==> src/verilog/snes_ctrl_pkg.sv <==
/*
 * snes control plane package
 * bridge register map, field widths, reset hold lengths and the
 * payload types shared by the control blocks and the testbench
 */
package snes_ctrl_pkg;

  //////////////////////////////////////////////////////////////////////
  // shared types
  //////////////////////////////////////////////////////////////////////

  typedef logic [31:0] bridge_addr_t;
  typedef logic [31:0] bridge_data_t;
  // dpad 3:0, face 7:4, triggers 13:8, select 14, start 15
  typedef logic [15:0] key_t;
  // lstick x in 7:0, lstick y in 15:8
  typedef logic [31:0] joy_t;
  typedef logic [7:0]  stick_axis_t;
  typedef logic [64:0] rtc_word_t;
  // bit 0 override, bit 1 pal when overriding
  typedef logic [1:0]  region_t;
  typedef logic [3:0]  size_code_t;

  //////////////////////////////////////////////////////////////////////
  // bridge register map
  //////////////////////////////////////////////////////////////////////

  localparam bridge_addr_t ADDR_DOWNLOAD      = 32'h0000_0000;
  localparam bridge_addr_t ADDR_ROM_SIZE      = 32'h0000_0004;
  localparam bridge_addr_t ADDR_ROM_TYPE      = 32'h0000_0008;
  localparam bridge_addr_t ADDR_RAM_SIZE      = 32'h0000_000C;
  localparam bridge_addr_t ADDR_PAL           = 32'h0000_0010;
  localparam bridge_addr_t ADDR_RESET         = 32'h0000_0050;
  localparam bridge_addr_t ADDR_CPU_TURBO     = 32'h0000_0080;
  localparam bridge_addr_t ADDR_GSU_TURBO     = 32'h0000_0084;
  localparam bridge_addr_t ADDR_MULTITAP      = 32'h0000_0100;
  localparam bridge_addr_t ADDR_LIGHTGUN      = 32'h0000_0104;
  localparam bridge_addr_t ADDR_AIM_SPEED     = 32'h0000_0108;
  localparam bridge_addr_t ADDR_DEADZONE      = 32'h0000_010C;
  localparam bridge_addr_t ADDR_SQUARE_PIXELS = 32'h0000_0200;
  localparam bridge_addr_t ADDR_BLEND         = 32'h0000_0204;
  localparam bridge_addr_t ADDR_REGION        = 32'h0000_0208;
  localparam bridge_addr_t ADDR_IGR           = 32'h0000_020C;

  // stick rest position
  localparam stick_axis_t STICK_CENTER = 8'd128;

  // reset stretch lengths in clk_74a cycles
  localparam int unsigned RESET_HOLD_CYCLES = 256;
  localparam int unsigned IGR_HOLD_CYCLES   = 64;
  localparam int unsigned HOLD_CNT_W        = 9;

  // data table entry for the save ram size
  localparam int unsigned DT_ADDR_W = 10;
  localparam int unsigned DT_DATA_W = 32;
  localparam logic [DT_DATA_W-1:0] SAVE_SIZE_BASE      = 32'd1024;
  localparam logic [DT_ADDR_W-1:0] SAVE_SIZE_SLOT_ADDR = 10'd3;

endpackage

==> src/verilog/settings_regs.sv <==
/*
 * settings register bank
 * captures host bridge writes into the core settings, derives the
 * forced region and pulses the host reset command
 */
`timescale 1ns/1ps

module settings_regs (
  input  logic                        clk_74a,
  input  logic                        pll_core_locked,
  input  logic                        bridge_wr,
  input  snes_ctrl_pkg::bridge_addr_t bridge_addr,
  input  snes_ctrl_pkg::bridge_data_t bridge_wr_data,
  output logic                        ioctl_download,
  output snes_ctrl_pkg::size_code_t   rom_size,
  output snes_ctrl_pkg::size_code_t   ram_size,
  output logic [7:0]                  rom_type,
  output logic                        pal,
  output logic                        forced_pal,
  output logic                        cpu_turbo,
  output logic                        gsu_turbo,
  output logic                        multitap_enabled,
  output logic                        lightgun_enabled,
  output logic                        lightgun_type,
  output logic                        mouse_enabled,
  output logic [7:0]                  dpad_aim_speed,
  output logic [7:0]                  joystick_deadzone,
  output logic                        use_square_pixels,
  output logic                        blend_enabled,
  output snes_ctrl_pkg::region_t      core_region,
  output logic                        igr_enable,
  output snes_ctrl_pkg::key_t         igr_combo,
  output logic                        reset_cmd
);

  import snes_ctrl_pkg::*;

  logic    pal_d;
  region_t region_d;

  // next pal and region, so forced_pal lands on the same edge
  always_comb begin
    pal_d    = pal;
    region_d = core_region;
    if (bridge_wr && bridge_addr == ADDR_PAL) begin
      pal_d = bridge_wr_data[0];
    end
    if (bridge_wr && bridge_addr == ADDR_REGION) begin
      region_d = bridge_wr_data[1:0];
    end
  end

  always_ff @(posedge clk_74a or negedge pll_core_locked) begin
    if (!pll_core_locked) begin
      ioctl_download    <= 1'b0;
      rom_size          <= '0;
      ram_size          <= '0;
      rom_type          <= '0;
      pal               <= 1'b0;
      forced_pal        <= 1'b0;
      cpu_turbo         <= 1'b0;
      gsu_turbo         <= 1'b0;
      multitap_enabled  <= 1'b0;
      lightgun_enabled  <= 1'b0;
      lightgun_type     <= 1'b0;
      mouse_enabled     <= 1'b0;
      dpad_aim_speed    <= '0;
      joystick_deadzone <= '0;
      use_square_pixels <= 1'b0;
      blend_enabled     <= 1'b0;
      core_region       <= '0;
      igr_enable        <= 1'b0;
      igr_combo         <= '0;
      reset_cmd         <= 1'b0;
    end else begin
      pal         <= pal_d;
      core_region <= region_d;
      forced_pal  <= region_d[0] ? region_d[1] : pal_d;
      // one cycle pulse per host reset write
      reset_cmd   <= bridge_wr && (bridge_addr == ADDR_RESET);
      if (bridge_wr) begin
        case (bridge_addr)
          ADDR_DOWNLOAD:      ioctl_download    <= bridge_wr_data[0];
          ADDR_ROM_SIZE:      rom_size          <= bridge_wr_data[3:0];
          ADDR_ROM_TYPE:      rom_type          <= bridge_wr_data[7:0];
          ADDR_RAM_SIZE:      ram_size          <= bridge_wr_data[3:0];
          ADDR_CPU_TURBO:     cpu_turbo         <= bridge_wr_data[0];
          ADDR_GSU_TURBO:     gsu_turbo         <= bridge_wr_data[0];
          ADDR_MULTITAP:      multitap_enabled  <= bridge_wr_data[0];
          ADDR_LIGHTGUN: begin
            lightgun_enabled <= bridge_wr_data[0];
            lightgun_type    <= bridge_wr_data[1];
            mouse_enabled    <= bridge_wr_data[2];
          end
          ADDR_AIM_SPEED:     dpad_aim_speed    <= bridge_wr_data[7:0];
          ADDR_DEADZONE:      joystick_deadzone <= bridge_wr_data[7:0];
          ADDR_SQUARE_PIXELS: use_square_pixels <= bridge_wr_data[0];
          ADDR_BLEND:         blend_enabled     <= bridge_wr_data[0];
          ADDR_IGR: begin
            igr_enable <= bridge_wr_data[16];
            igr_combo  <= bridge_wr_data[15:0];
          end
          // pal, region and reset handled above, others unmapped
          default: ;
        endcase
      end
    end
  end

endmodule

==> src/verilog/core_reset_gen.sv <==
/*
 * core reset generator
 * one hold counter stretches the host reset command and the
 * player 1 in-game reset combo into the core reset
 */
`timescale 1ns/1ps

module core_reset_gen (
  input  logic                clk_74a,
  input  logic                pll_core_locked,
  input  logic                reset_cmd,
  input  logic                igr_enable,
  input  snes_ctrl_pkg::key_t igr_combo,
  input  snes_ctrl_pkg::key_t cont1_key,
  output logic                core_reset
);

  import snes_ctrl_pkg::*;

  logic [HOLD_CNT_W-1:0] hold_cnt;
  logic [HOLD_CNT_W-1:0] hold_nxt;
  logic                  combo_hit;

  assign combo_hit = igr_enable && (cont1_key == igr_combo);

  // host command first, then combo, else count down
  always_comb begin
    hold_nxt = hold_cnt;
    if (reset_cmd) begin
      hold_nxt = HOLD_CNT_W'(RESET_HOLD_CYCLES);
    end else if (combo_hit) begin
      hold_nxt = HOLD_CNT_W'(IGR_HOLD_CYCLES);
    end else if (hold_cnt != '0) begin
      hold_nxt = hold_cnt - 1'b1;
    end
  end

  always_ff @(posedge clk_74a or negedge pll_core_locked) begin
    if (!pll_core_locked) begin
      hold_cnt   <= '0;
      core_reset <= 1'b0;
    end else begin
      hold_cnt   <= hold_nxt;
      core_reset <= (hold_nxt != '0);
    end
  end

endmodule

==> src/verilog/stick_deadzone.sv <==
/*
 * player 1 stick deadzone
 * recentres both axes while the summed deflection stays
 * inside the configured deadzone
 */
`timescale 1ns/1ps

module stick_deadzone (
  input  logic                       clk_74a,
  input  logic                       pll_core_locked,
  input  snes_ctrl_pkg::joy_t        cont1_joy,
  input  logic [7:0]                 joystick_deadzone,
  output snes_ctrl_pkg::stick_axis_t stick_x,
  output snes_ctrl_pkg::stick_axis_t stick_y
);

  import snes_ctrl_pkg::*;

  stick_axis_t raw_x;
  stick_axis_t raw_y;
  logic [8:0]  defl_sum;
  logic        outside;

  // distance from centre, max 128
  function automatic logic [7:0] deflect(input stick_axis_t axis);
    return axis[7] ? {1'b0, axis[6:0]} : STICK_CENTER - {1'b0, axis[6:0]};
  endfunction

  assign raw_x    = cont1_joy[7:0];
  assign raw_y    = cont1_joy[15:8];
  assign defl_sum = {1'b0, deflect(raw_x)} + {1'b0, deflect(raw_y)};
  assign outside  = defl_sum > {1'b0, joystick_deadzone};

  always_ff @(posedge clk_74a or negedge pll_core_locked) begin
    if (!pll_core_locked) begin
      stick_x <= STICK_CENTER;
      stick_y <= STICK_CENTER;
    end else begin
      stick_x <= outside ? raw_x : STICK_CENTER;
      stick_y <= outside ? raw_y : STICK_CENTER;
    end
  end

endmodule

==> src/verilog/rtc_packer.sv <==
/*
 * rtc word packer
 * toggles a new-second flag on every change of the host time and
 * packs date and time into the emulator rtc word
 */
`timescale 1ns/1ps

module rtc_packer (
  input  logic                     clk_74a,
  input  logic                     pll_core_locked,
  input  logic [31:0]              rtc_date,
  input  logic [31:0]              rtc_time,
  output snes_ctrl_pkg::rtc_word_t rtc_word
);

  logic [31:0] prev_time;
  logic        time_changed;

  assign time_changed = (rtc_time != prev_time);

  always_ff @(posedge clk_74a or negedge pll_core_locked) begin
    if (!pll_core_locked) begin
      prev_time <= '0;
      rtc_word  <= '0;
    end else begin
      prev_time <= rtc_time;
      // flag, empty byte, weekday fixed at 1, yy mm dd, hh mm ss
      rtc_word  <= {
        rtc_word[64] ^ time_changed,
        8'h00,
        8'h01,
        rtc_date[23:0],
        rtc_time[23:0]
      };
    end
  end

endmodule

==> src/verilog/save_slot_tracker.sv <==
/*
 * save slot tracker
 * holds the save-download window between a data slot request and
 * the completion edge, and keeps the save size table entry written
 */
`timescale 1ns/1ps

module save_slot_tracker (
  input  logic                                  clk_74a,
  input  logic                                  pll_core_locked,
  input  logic                                  dataslot_requestread,
  input  logic                                  dataslot_requestwrite,
  input  logic                                  dataslot_allcomplete,
  input  snes_ctrl_pkg::size_code_t             sram_size,
  output logic                                  save_download,
  output logic                                  datatable_wren,
  output logic [snes_ctrl_pkg::DT_ADDR_W-1:0]   datatable_addr,
  output logic [snes_ctrl_pkg::DT_DATA_W-1:0]   datatable_data
);

  import snes_ctrl_pkg::*;

  logic allcomplete_prev;
  logic allcomplete_rise;

  assign allcomplete_rise = dataslot_allcomplete && !allcomplete_prev;

  always_ff @(posedge clk_74a or negedge pll_core_locked) begin
    if (!pll_core_locked) begin
      allcomplete_prev <= 1'b0;
      save_download    <= 1'b0;
      datatable_wren   <= 1'b0;
      datatable_addr   <= '0;
      datatable_data   <= '0;
    end else begin
      allcomplete_prev <= dataslot_allcomplete;
      // a new request beats a completion in the same cycle
      if (dataslot_requestread || dataslot_requestwrite) begin
        save_download <= 1'b1;
      end else if (allcomplete_rise) begin
        save_download <= 1'b0;
      end
      datatable_wren <= 1'b1;
      datatable_addr <= SAVE_SIZE_SLOT_ADDR;
      // size code 0 means no save ram
      datatable_data <= (sram_size != '0) ? (SAVE_SIZE_BASE << sram_size) : '0;
    end
  end

endmodule

==> src/verilog/snes_ctrl_top.sv <==
/*
 * snes control plane top
 * connects the settings bank, reset generator, stick deadzone,
 * rtc packer and save slot tracker
 */
`timescale 1ns/1ps

module snes_ctrl_top (
  input  logic                                clk_74a,
  input  logic                                pll_core_locked,
  // bridge
  input  logic                                bridge_wr,
  input  snes_ctrl_pkg::bridge_addr_t         bridge_addr,
  input  snes_ctrl_pkg::bridge_data_t         bridge_wr_data,
  // player 1
  input  snes_ctrl_pkg::key_t                 cont1_key,
  input  snes_ctrl_pkg::joy_t                 cont1_joy,
  // host command handler
  input  logic [31:0]                         rtc_date,
  input  logic [31:0]                         rtc_time,
  input  logic                                dataslot_requestread,
  input  logic                                dataslot_requestwrite,
  input  logic                                dataslot_allcomplete,
  input  snes_ctrl_pkg::size_code_t           sram_size,
  // settings
  output logic                                ioctl_download,
  output snes_ctrl_pkg::size_code_t           rom_size,
  output snes_ctrl_pkg::size_code_t           ram_size,
  output logic [7:0]                          rom_type,
  output logic                                pal,
  output logic                                forced_pal,
  output logic                                cpu_turbo,
  output logic                                gsu_turbo,
  output logic                                multitap_enabled,
  output logic                                lightgun_enabled,
  output logic                                lightgun_type,
  output logic                                mouse_enabled,
  output logic [7:0]                          dpad_aim_speed,
  output logic [7:0]                          joystick_deadzone,
  output logic                                use_square_pixels,
  output logic                                blend_enabled,
  output snes_ctrl_pkg::region_t              core_region,
  output logic                                igr_enable,
  output snes_ctrl_pkg::key_t                 igr_combo,
  // core side
  output logic                                core_reset,
  output snes_ctrl_pkg::stick_axis_t          stick_x,
  output snes_ctrl_pkg::stick_axis_t          stick_y,
  output snes_ctrl_pkg::rtc_word_t            rtc_word,
  output logic                                save_download,
  output logic                                datatable_wren,
  output logic [snes_ctrl_pkg::DT_ADDR_W-1:0] datatable_addr,
  output logic [snes_ctrl_pkg::DT_DATA_W-1:0] datatable_data
);

  logic reset_cmd;

  settings_regs u_settings_regs (
    .clk_74a           (clk_74a),
    .pll_core_locked   (pll_core_locked),
    .bridge_wr         (bridge_wr),
    .bridge_addr       (bridge_addr),
    .bridge_wr_data    (bridge_wr_data),
    .ioctl_download    (ioctl_download),
    .rom_size          (rom_size),
    .ram_size          (ram_size),
    .rom_type          (rom_type),
    .pal               (pal),
    .forced_pal        (forced_pal),
    .cpu_turbo         (cpu_turbo),
    .gsu_turbo         (gsu_turbo),
    .multitap_enabled  (multitap_enabled),
    .lightgun_enabled  (lightgun_enabled),
    .lightgun_type     (lightgun_type),
    .mouse_enabled     (mouse_enabled),
    .dpad_aim_speed    (dpad_aim_speed),
    .joystick_deadzone (joystick_deadzone),
    .use_square_pixels (use_square_pixels),
    .blend_enabled     (blend_enabled),
    .core_region       (core_region),
    .igr_enable        (igr_enable),
    .igr_combo         (igr_combo),
    .reset_cmd         (reset_cmd)
  );

  core_reset_gen u_core_reset_gen (
    .clk_74a         (clk_74a),
    .pll_core_locked (pll_core_locked),
    .reset_cmd       (reset_cmd),
    .igr_enable      (igr_enable),
    .igr_combo       (igr_combo),
    .cont1_key       (cont1_key),
    .core_reset      (core_reset)
  );

  stick_deadzone u_stick_deadzone (
    .clk_74a           (clk_74a),
    .pll_core_locked   (pll_core_locked),
    .cont1_joy         (cont1_joy),
    .joystick_deadzone (joystick_deadzone),
    .stick_x           (stick_x),
    .stick_y           (stick_y)
  );

  rtc_packer u_rtc_packer (
    .clk_74a         (clk_74a),
    .pll_core_locked (pll_core_locked),
    .rtc_date        (rtc_date),
    .rtc_time        (rtc_time),
    .rtc_word        (rtc_word)
  );

  save_slot_tracker u_save_slot_tracker (
    .clk_74a               (clk_74a),
    .pll_core_locked       (pll_core_locked),
    .dataslot_requestread  (dataslot_requestread),
    .dataslot_requestwrite (dataslot_requestwrite),
    .dataslot_allcomplete  (dataslot_allcomplete),
    .sram_size             (sram_size),
    .save_download         (save_download),
    .datatable_wren        (datatable_wren),
    .datatable_addr        (datatable_addr),
    .datatable_data        (datatable_data)
  );

endmodule

==> config.mk <==
export PLATFORM = sky130hd
export DESIGN_NAME = snes_ctrl_top
export DESIGN_NICKNAME = d
export VERILOG_FILES = /design/src/verilog/snes_ctrl_pkg.sv /design/src/verilog/settings_regs.sv /design/src/verilog/core_reset_gen.sv /design/src/verilog/stick_deadzone.sv /design/src/verilog/rtc_packer.sv /design/src/verilog/save_slot_tracker.sv /design/src/verilog/snes_ctrl_top.sv
export SDC_FILE = /design/constraint.sdc
export NUM_CORES = 1
export LEC_CHECK = 0
export BUFFER_PORTS_ARGS = -buffer_cell sky130_fd_sc_hd__buf_4
export CAP_MARGIN = 20
export CELL_PAD_IN_SITES_DETAIL_PLACEMENT = 1
export CELL_PAD_IN_SITES_GLOBAL_PLACEMENT = 2
export CORE_MARGIN = 5
export CORE_UTILIZATION = 28
export CTS_CLUSTER_DIAMETER = 150
export DETAILED_ROUTE_END_ITERATION = 10
export HOLD_SLACK_MARGIN = 0.12
export PLACE_DENSITY_LB_ADDON = 0.08
export SYNTH_ARGS = -nofsm -noshare
export SYNTH_HDL_FRONTEND = slang
export SYNTH_HIERARCHICAL = 1
export SYNTH_SLANG_ARGS = --single-unit
==> constraint.sdc <==
create_clock -name clk_74a -period 2.5 [get_ports clk_74a]
set_input_delay 0.5 -clock clk_74a [delete_from_list [all_inputs] [get_ports clk_74a]]
set_output_delay 0.5 -clock clk_74a [all_outputs]
set_load 0.03 [all_outputs]
==> flow_summary_export.csv, run 1 <==
group,metric,value,unit
status,outcome,"finished with violations",
status,violations,"negative setup slack",
worst_setup_path,reg2reg_slack,0.02,ns
sta,setup_violations,16,
worst_setup_path,start_kind,"input port",
worst_setup_path,rr_worst_depth,8,
clocking,cts_made_buffers,17,
floorplanning,rows,60,
worst_setup_path,crit_type,"in -> reg",
yosys,yosys.area.top_type,"dfrtp_1",
worst_setup_path,cp-end-kind,"register",
floorplanning,dieArea,0.0310,mm^2
global_route,grt_max_degree,61,
global_route,grt_overflow_total,0,
placement,post-place-cells,1273,
global_route,antenna_found_initial,0,
final_layout,layout_common_cells,"buf_4, dfrtp_1, mux2_2",
power_and_ir_drop,report.power.total,7.38,mW
worst_setup_path,arrival,3.70,ns
sta,final-max-slew-violation-count,0,
clocking,clkSlewWorstSetupHoldPaths,0.09,ns
global_route,grt_use_total,0.153,
clocking,ctsRootBufferMaster,"clkbuf_16",
route,drc,0,
yosys,synth_cell_type_count,68,
global_route,grt_pass1_wl,37400,um
flow_run,drv_cap,0,
power_and_ir_drop,leakagePower,5.77,nW
placement,pre_cts_ws,-1.50,ns
sta,max_freq,295,MHz
final_layout,syn_to_final_growth,46.4,%
final_layout,antenna_cells,0,
clocking,cts_tree,"built",
clocking,clk_latency,0.43,ns
worst_setup_path,max_stage_delay,0.35,ns
sta,report.final.hold_viol_count,0,
final_layout,drive_gt1_frac,0.506,
route,vias_per_cell,4.39,
placement,io_buffers,295,
yosys,ys_warn_count,6,
yosys,ys_seq_elements,166,
floorplanning,die_y,176,um
placement,place_area,0.0105,mm^2
power_and_ir_drop,pwr_density_cell,654,mW/mm^2
route,antenna_left,0,
route,drt_first_pass_iters,4,
worst_setup_path,cp_max_fo,8,
yosys,syn-cell-area,0.00771,mm^2
sta,hold_slack,0.164,ns
sta,worst_pin_slew,0.519,ns
sta,rsz0062_at_grt,"yes",
clocking,cts.htree.levels,4,
worst_setup_path,slowest_stage,"fa_2",
yosys,yosysSeqAreaShare,0.539,
route,vias,5782,
worst_hold_path,min_path_type,"in -> reg",
sta,setup_ws,-0.888,ns
floorplanning,start_util,0.285,
yosys,synthArstFlopShare,1.00,
final_layout,final_common_cell,"buf_4",
sta,maxSlewHeadroom,0.654,
final_layout,fillers,2915,
floorplanning,core_area,0.0270,mm^2
worst_setup_path,r2r_end,"u_stick_deadzone/stick_y[5]",
yosys,synthFlopType,"dfrtp_1",
global_route,grt_pass1_vias,6487,
clocking,clock_sinks,166,
sta,finalClockSkew,0.0202,ns
worst_setup_path,timing.rr.start,"u_settings_regs/joystick_deadzone[2]",
yosys,yosys-top-cells-area,"dfrtp_1, mux2_2, buf_4",
worst_setup_path,cp-endpoint,"u_stick_deadzone/stick_y[5]",
final_layout,post-route-cell-area,0.0113,mm^2
sta,fin_crit,3.39,ns
yosys,synth-edff-count,0,
route,routed_wl,23800,um
yosys,synth_cells,621,
final_layout,fin_cells,1316,
route,wl_per_cell,18.1,um
sta,fin_crit_sh,1.36,
power_and_ir_drop,ir_drop,340,uV
worst_setup_path,required,2.81,ns
final_layout,nets,1168,
yosys,yosys.area.top_type_share,0.532,
floorplanning,io_pins,374,
yosys,avgSynthCellArea,12.4,um^2
floorplanning,die_w,176,um
clocking,cts_buffer_depth,2,
placement,gp_congestion,0.789,
placement,dp_hpwl,19200,um
worst_setup_path,startpoint,"cont1_joy[1]",
route,drt_iter0_markers,139,
worst_setup_path,cp_cell_sequence,"buf_12 > inv_12 > ha_4 > mux2_4 > inv_2 > fa_2 > buf_4 > buf_4 > xnor2_1 > ha_1 > a211o_1 > a221o_1 > a221o_1 > a221oi_4 > buf_12 > and2b_2",
how the worst min path moves through the flow:
stage                               from                           end  slack, ns  cells after the start
6_report                     rtc_date[1]     u_rtc_packer/rtc_word[25]       0.16                      1
5_1_grt                      rtc_date[1]     u_rtc_packer/rtc_word[25]       0.13                      1
4_1_cts                      rtc_date[1]     u_rtc_packer/rtc_word[25]       0.14                      1
3_5_place_dp   u_settings_regs/reset_cmd  u_core_reset_gen/hold_cnt[6]       0.45                      1
3_3_place_gp   u_settings_regs/reset_cmd  u_core_reset_gen/hold_cnt[6]       0.45                      1
2_1_floorplan            pll_core_locked   u_core_reset_gen/core_reset       0.20                      0
kinds of logic (layout without fill, tap and decap cells):
group	Yosys count	count (layout)	synth area share
fa+ha+maj	20	20	0.0334
mux	66	66	0.0960
flops	166	166	0.539
simple gates	156	156	0.126
other cells	4	42	0.00195
compound gates	41	41	0.0433
xor+xnor	67	67	0.0761
buf+inv	101	417	0.0848
stage by stage:
step           utilization  TNS, ns
2_1_floorplan            -   -15.34
3_3_place_gp         0.388   -25.87
3_5_place_dp         0.388   -26.84
4_1_cts              0.417   -13.00
5_1_grt              0.418   -14.62
6_report             0.418   -13.62
repair_timing:
action | in CTS | in global routing
setup buffers | 8 | 2
gates resized for setup | 11 | 4
pin swaps | 4 | 6
endpoints found under the hold margin | 50 | 0
endpoints found under the setup margin | 16 | 16
hold buffers | 1 | 0
worst max-delay path: cells and delay by family:
family | cells | cell delay (ns)
compound gates | 4 | 1.23
fa+ha+maj | 3 | 0.85
buf+inv | 6 | 0.58
simple gates | 1 | 0.21
mux | 1 | 0.16
xor+xnor | 1 | 0.15
flip-flops by register name (all words and copies together), names as in the netlist, 2 cells and up:
name	flops
u_settings_regs/rom_type	8
u_stick_deadzone/stick_y	8
u_rtc_packer/prev_time	32
u_settings_regs/dpad_aim_speed	8
u_stick_deadzone/stick_x	8
u_settings_regs/rom_size	4
u_settings_regs/ram_size	4
u_core_reset_gen/hold_cnt	9
u_rtc_packer/rtc_word	26
u_save_slot_tracker/datatable_data	16
u_settings_regs/joystick_deadzone	8
u_settings_regs/core_region	2
u_settings_regs/igr_combo	16
per-layer routing:
metal | vias to the layer above | global-route usage | routed length, um
li1 | 2712 | - | -
met1 | 2899 | 0.177 | 9210
met2 | 159 | 0.281 | 13000
met3 | 12 | 0.0450 | 1420
met4 | 0 | 0.0289 | 172
met5 | - | 0 | 0
final cells by class:
type | count | area, um^2 | area share
Multi-Input combinational cell | 392 | 3130 | 0.277
Tap cell | 341 | 427 | 0.0378
Inverter | 26 | 120 | 0.0106
Clock buffer | 17 | 425 | 0.0377
Timing Repair Buffer | 359 | 2820 | 0.249
Clock inverter | 15 | 223 | 0.0197
Sequential cell | 166 | 4160 | 0.368
report_power, final:
| part | total, mW | internal, mW | switching (mW) | leakage, nW |
|---|---|---|---|---|
| logic | 1.66 | 0.747 | 0.915 | 3.34 |
| registers | 2.90 | 2.84 | 0.0574 | 2.12 |
| clock network | 2.82 | 1.42 | 1.41 | 0.311 |
Yosys cell counts (all sizes together) (11+ instances only):
cell,number
xnor2,19
nand2,11
xor2,48
mux2,64
inv,26
a21oi,11
nor4,16
nor2,52
nor3,18
ha,19
dfrtp,164
buf,70
(Power assumes the default switching activity.)
==> inputs of run 2 (changes only) <==
--- a/config.mk
+++ b/config.mk
@@ -13,7 +13,9 @@
 export CORE_UTILIZATION = 28
 export CTS_CLUSTER_DIAMETER = 150
 export DETAILED_ROUTE_END_ITERATION = 10
+export GPL_ROUTABILITY_DRIVEN = 0
 export HOLD_SLACK_MARGIN = 0.12
+export MAX_ROUTING_LAYER = met4
 export PLACE_DENSITY_LB_ADDON = 0.08
 export SYNTH_ARGS = -nofsm -noshare
 export SYNTH_HDL_FRONTEND = slang
==> flow_summary_export.csv, run 2 (synthesis gave the netlist of run 1 again) <==
group,metric,value,unit
floorplanning,die_w,176,um
floorplanning,io_pins,374,
sta,final-max-slew-violation-count,0,
route,drc,0,
floorplanning,dieArea,0.0310,mm^2
final_layout,antenna_cells,0,
worst_setup_path,cp_max_fo,8,
final_layout,fin_cells,1316,
power_and_ir_drop,switchingPower,2.39,mW
clocking,cts_buffer_depth,2,
sta,hold_slack,0.161,ns
final_layout,drive_gt1_frac,0.506,
clocking,ctsRootBufferMaster,"clkbuf_16",
placement,post-place-cells,1273,
final_layout,top_register,"u_rtc_packer/prev_time",
global_route,antenna_found_initial,0,
clocking,clock_sinks,166,
final_layout,final_common_cell,"buf_4",
power_and_ir_drop,pwr_density_cell,654,mW/mm^2
final_layout,utilization,0.418,
sta,finalClockSkew,0.0211,ns
placement,pre_cts_ws,-1.50,ns
sta,rsz0062_at_grt,"yes",
worst_setup_path,crit_type,"in -> reg",
sta,report.final.hold_viol_count,0,
final_layout,fillers,2915,
floorplanning,core_area,0.0270,mm^2
power_and_ir_drop,ir_drop,341,uV
global_route,grt_max_degree,61,
floorplanning,rows,60,
sta,max_freq,295,MHz
global_route,grt_overflow_total,0,
clocking,cts.htree.levels,4,
route,drt_iter0_markers,136,
route,vias_per_cell,4.39,
worst_setup_path,required,2.81,ns
power_and_ir_drop,report.power.total,7.39,mW
route,drt_first_pass_iters,4,
sta,fin_crit,3.39,ns
power_and_ir_drop,power_frac_clock,0.383,
placement,dp_hpwl,19200,um
route,vias,5771,
sta,setup_ws,-0.889,ns
power_and_ir_drop,combPwrFrac,0.225,
final_layout,nets,1168,
global_route,grt_pass1_wl,37300,um
worst_setup_path,slowest_stage,"fa_2",
power_and_ir_drop,leakagePower,5.77,nW
worst_setup_path,cp.buffers_inverters,6,
status,violations,"negative setup slack",
worst_setup_path,cp-end-kind,"register",
clocking,clk_latency,0.43,ns
final_layout,reg_top3,"u_rtc_packer/prev_time (32), u_rtc_packer/rtc_word (26)",
global_route,grt_pass1_vias,6480,
worst_setup_path,start_kind,"input port",
placement,io_buffers,295,
sta,worst_pin_slew,0.519,ns
final_layout,syn_to_final_growth,46.4,%
worst_hold_path,min_path_type,"in -> reg",
floorplanning,die_y,176,um
route,routed_wl,23700,um
clocking,cts_made_buffers,17,
clocking,clkSlewWorstSetupHoldPaths,0.09,ns
worst_setup_path,max_stage_delay,0.35,ns
power_and_ir_drop,pwr-share-seq,0.392,
power_and_ir_drop,internal-power,5.00,mW
worst_setup_path,arrival,3.70,ns
final_layout,layout_common_cells,"buf_4, dfrtp_1, mux2_2",
final_layout,largest_reg_flops,32,
flow_run,drv_cap,0,
global_route,grt_use_total,0.157,
sta,maxSlewHeadroom,0.654,
route,wl_per_cell,18.0,um
floorplanning,start_util,0.285,
worst_setup_path,cp_cell_sequence,"buf_12 > inv_12 > ha_4 > mux2_4 > inv_2 > fa_2 > buf_4 > buf_4 > xnor2_1 > ha_1 > a211o_1 > a221o_1 > a221o_1 > a221oi_4 > buf_12 > and2b_2",
sta,setup_violations,16,
clocking,cts_tree,"built",
worst_setup_path,path_delay_family,"compound AO/OA/AOI/OAI gates",
power_and_ir_drop,p_sw_frac,0.323,
status,outcome,"finished with violations",
route,antenna_left,0,
sta,fin_crit_sh,1.36,
run 2: area by class of cell:
cell class	instances	area [um^2]	share of cell area
repair buffers	359	2820	0.249
multi-input cells	392	3130	0.277
clock inverters	15	223	0.0197
well taps	341	427	0.0378
flip-flops and latches	166	4160	0.368
inverters	26	120	0.0106
clock buffers	17	425	0.0377
run 2: layer usage:
layer  share of wire  GRT usage  wire length, um
met5               0          -                0
met3           0.055     0.0409             1300
met1            0.39      0.179             9320
met4          0.0077     0.0289              182
met2            0.54      0.281            12900
run 2: through the flow:
step	area (um^2)	TNS [ns]
floorplan	7940	-15.34
global placement	10500	-25.87
detailed placement	10500	-26.84
CTS	11300	-13.00
global route	11300	-14.62
finish	11300	-13.63
run 2: power groups by stage:
| stage | combinational [mW] | clock [mW] | sequential (mW) |
|---|---|---|---|
| final | 1.66 | 2.83 | 2.90 |
| after global routing | 1.80 | 3.08 | 2.91 |
| after CTS | 1.68 | 2.95 | 2.90 |
| after detailed placement | 1.60 | 0 | 2.95 |
| after global placement | 1.55 | 0 | 2.95 |
| after floorplan | 0.681 | 0 | 3.20 |
run 2: path summary, 6_finish.rpt:
| kind | from | end | slack [ns] | depth (start not counted) |
|---|---|---|---|---|
| max | cont1_joy[1] | u_stick_deadzone/stick_y[5] | -0.89 | 16 |
| min | rtc_date[1] | u_rtc_packer/rtc_word[25] | 0.16 | 1 |
| max reg2reg | u_settings_regs/joystick_deadzone[2] | u_stick_deadzone/stick_y[5] | 0.01 | 8 |
| min reg2reg | u_settings_regs/reset_cmd | u_core_reset_gen/hold_cnt[6] | 0.46 | 1 |
| max in group asynchronous | pll_core_locked | u_stick_deadzone/stick_x[7] | 1.14 | 3 |
| min in group asynchronous | pll_core_locked | u_rtc_packer/rtc_word[26] | 0.56 | 2 |
run 2: timing repair:
action / in CTS / in global routing
endpoints found under the hold margin: 50 / 0
gates resized for setup: 11 / 4
buffers inserted: 8 / 2
cloned: 0 / 0
hold buffers: 1 / 0
pin swaps: 4 / 6
endpoints found under the setup margin: 16 / 16
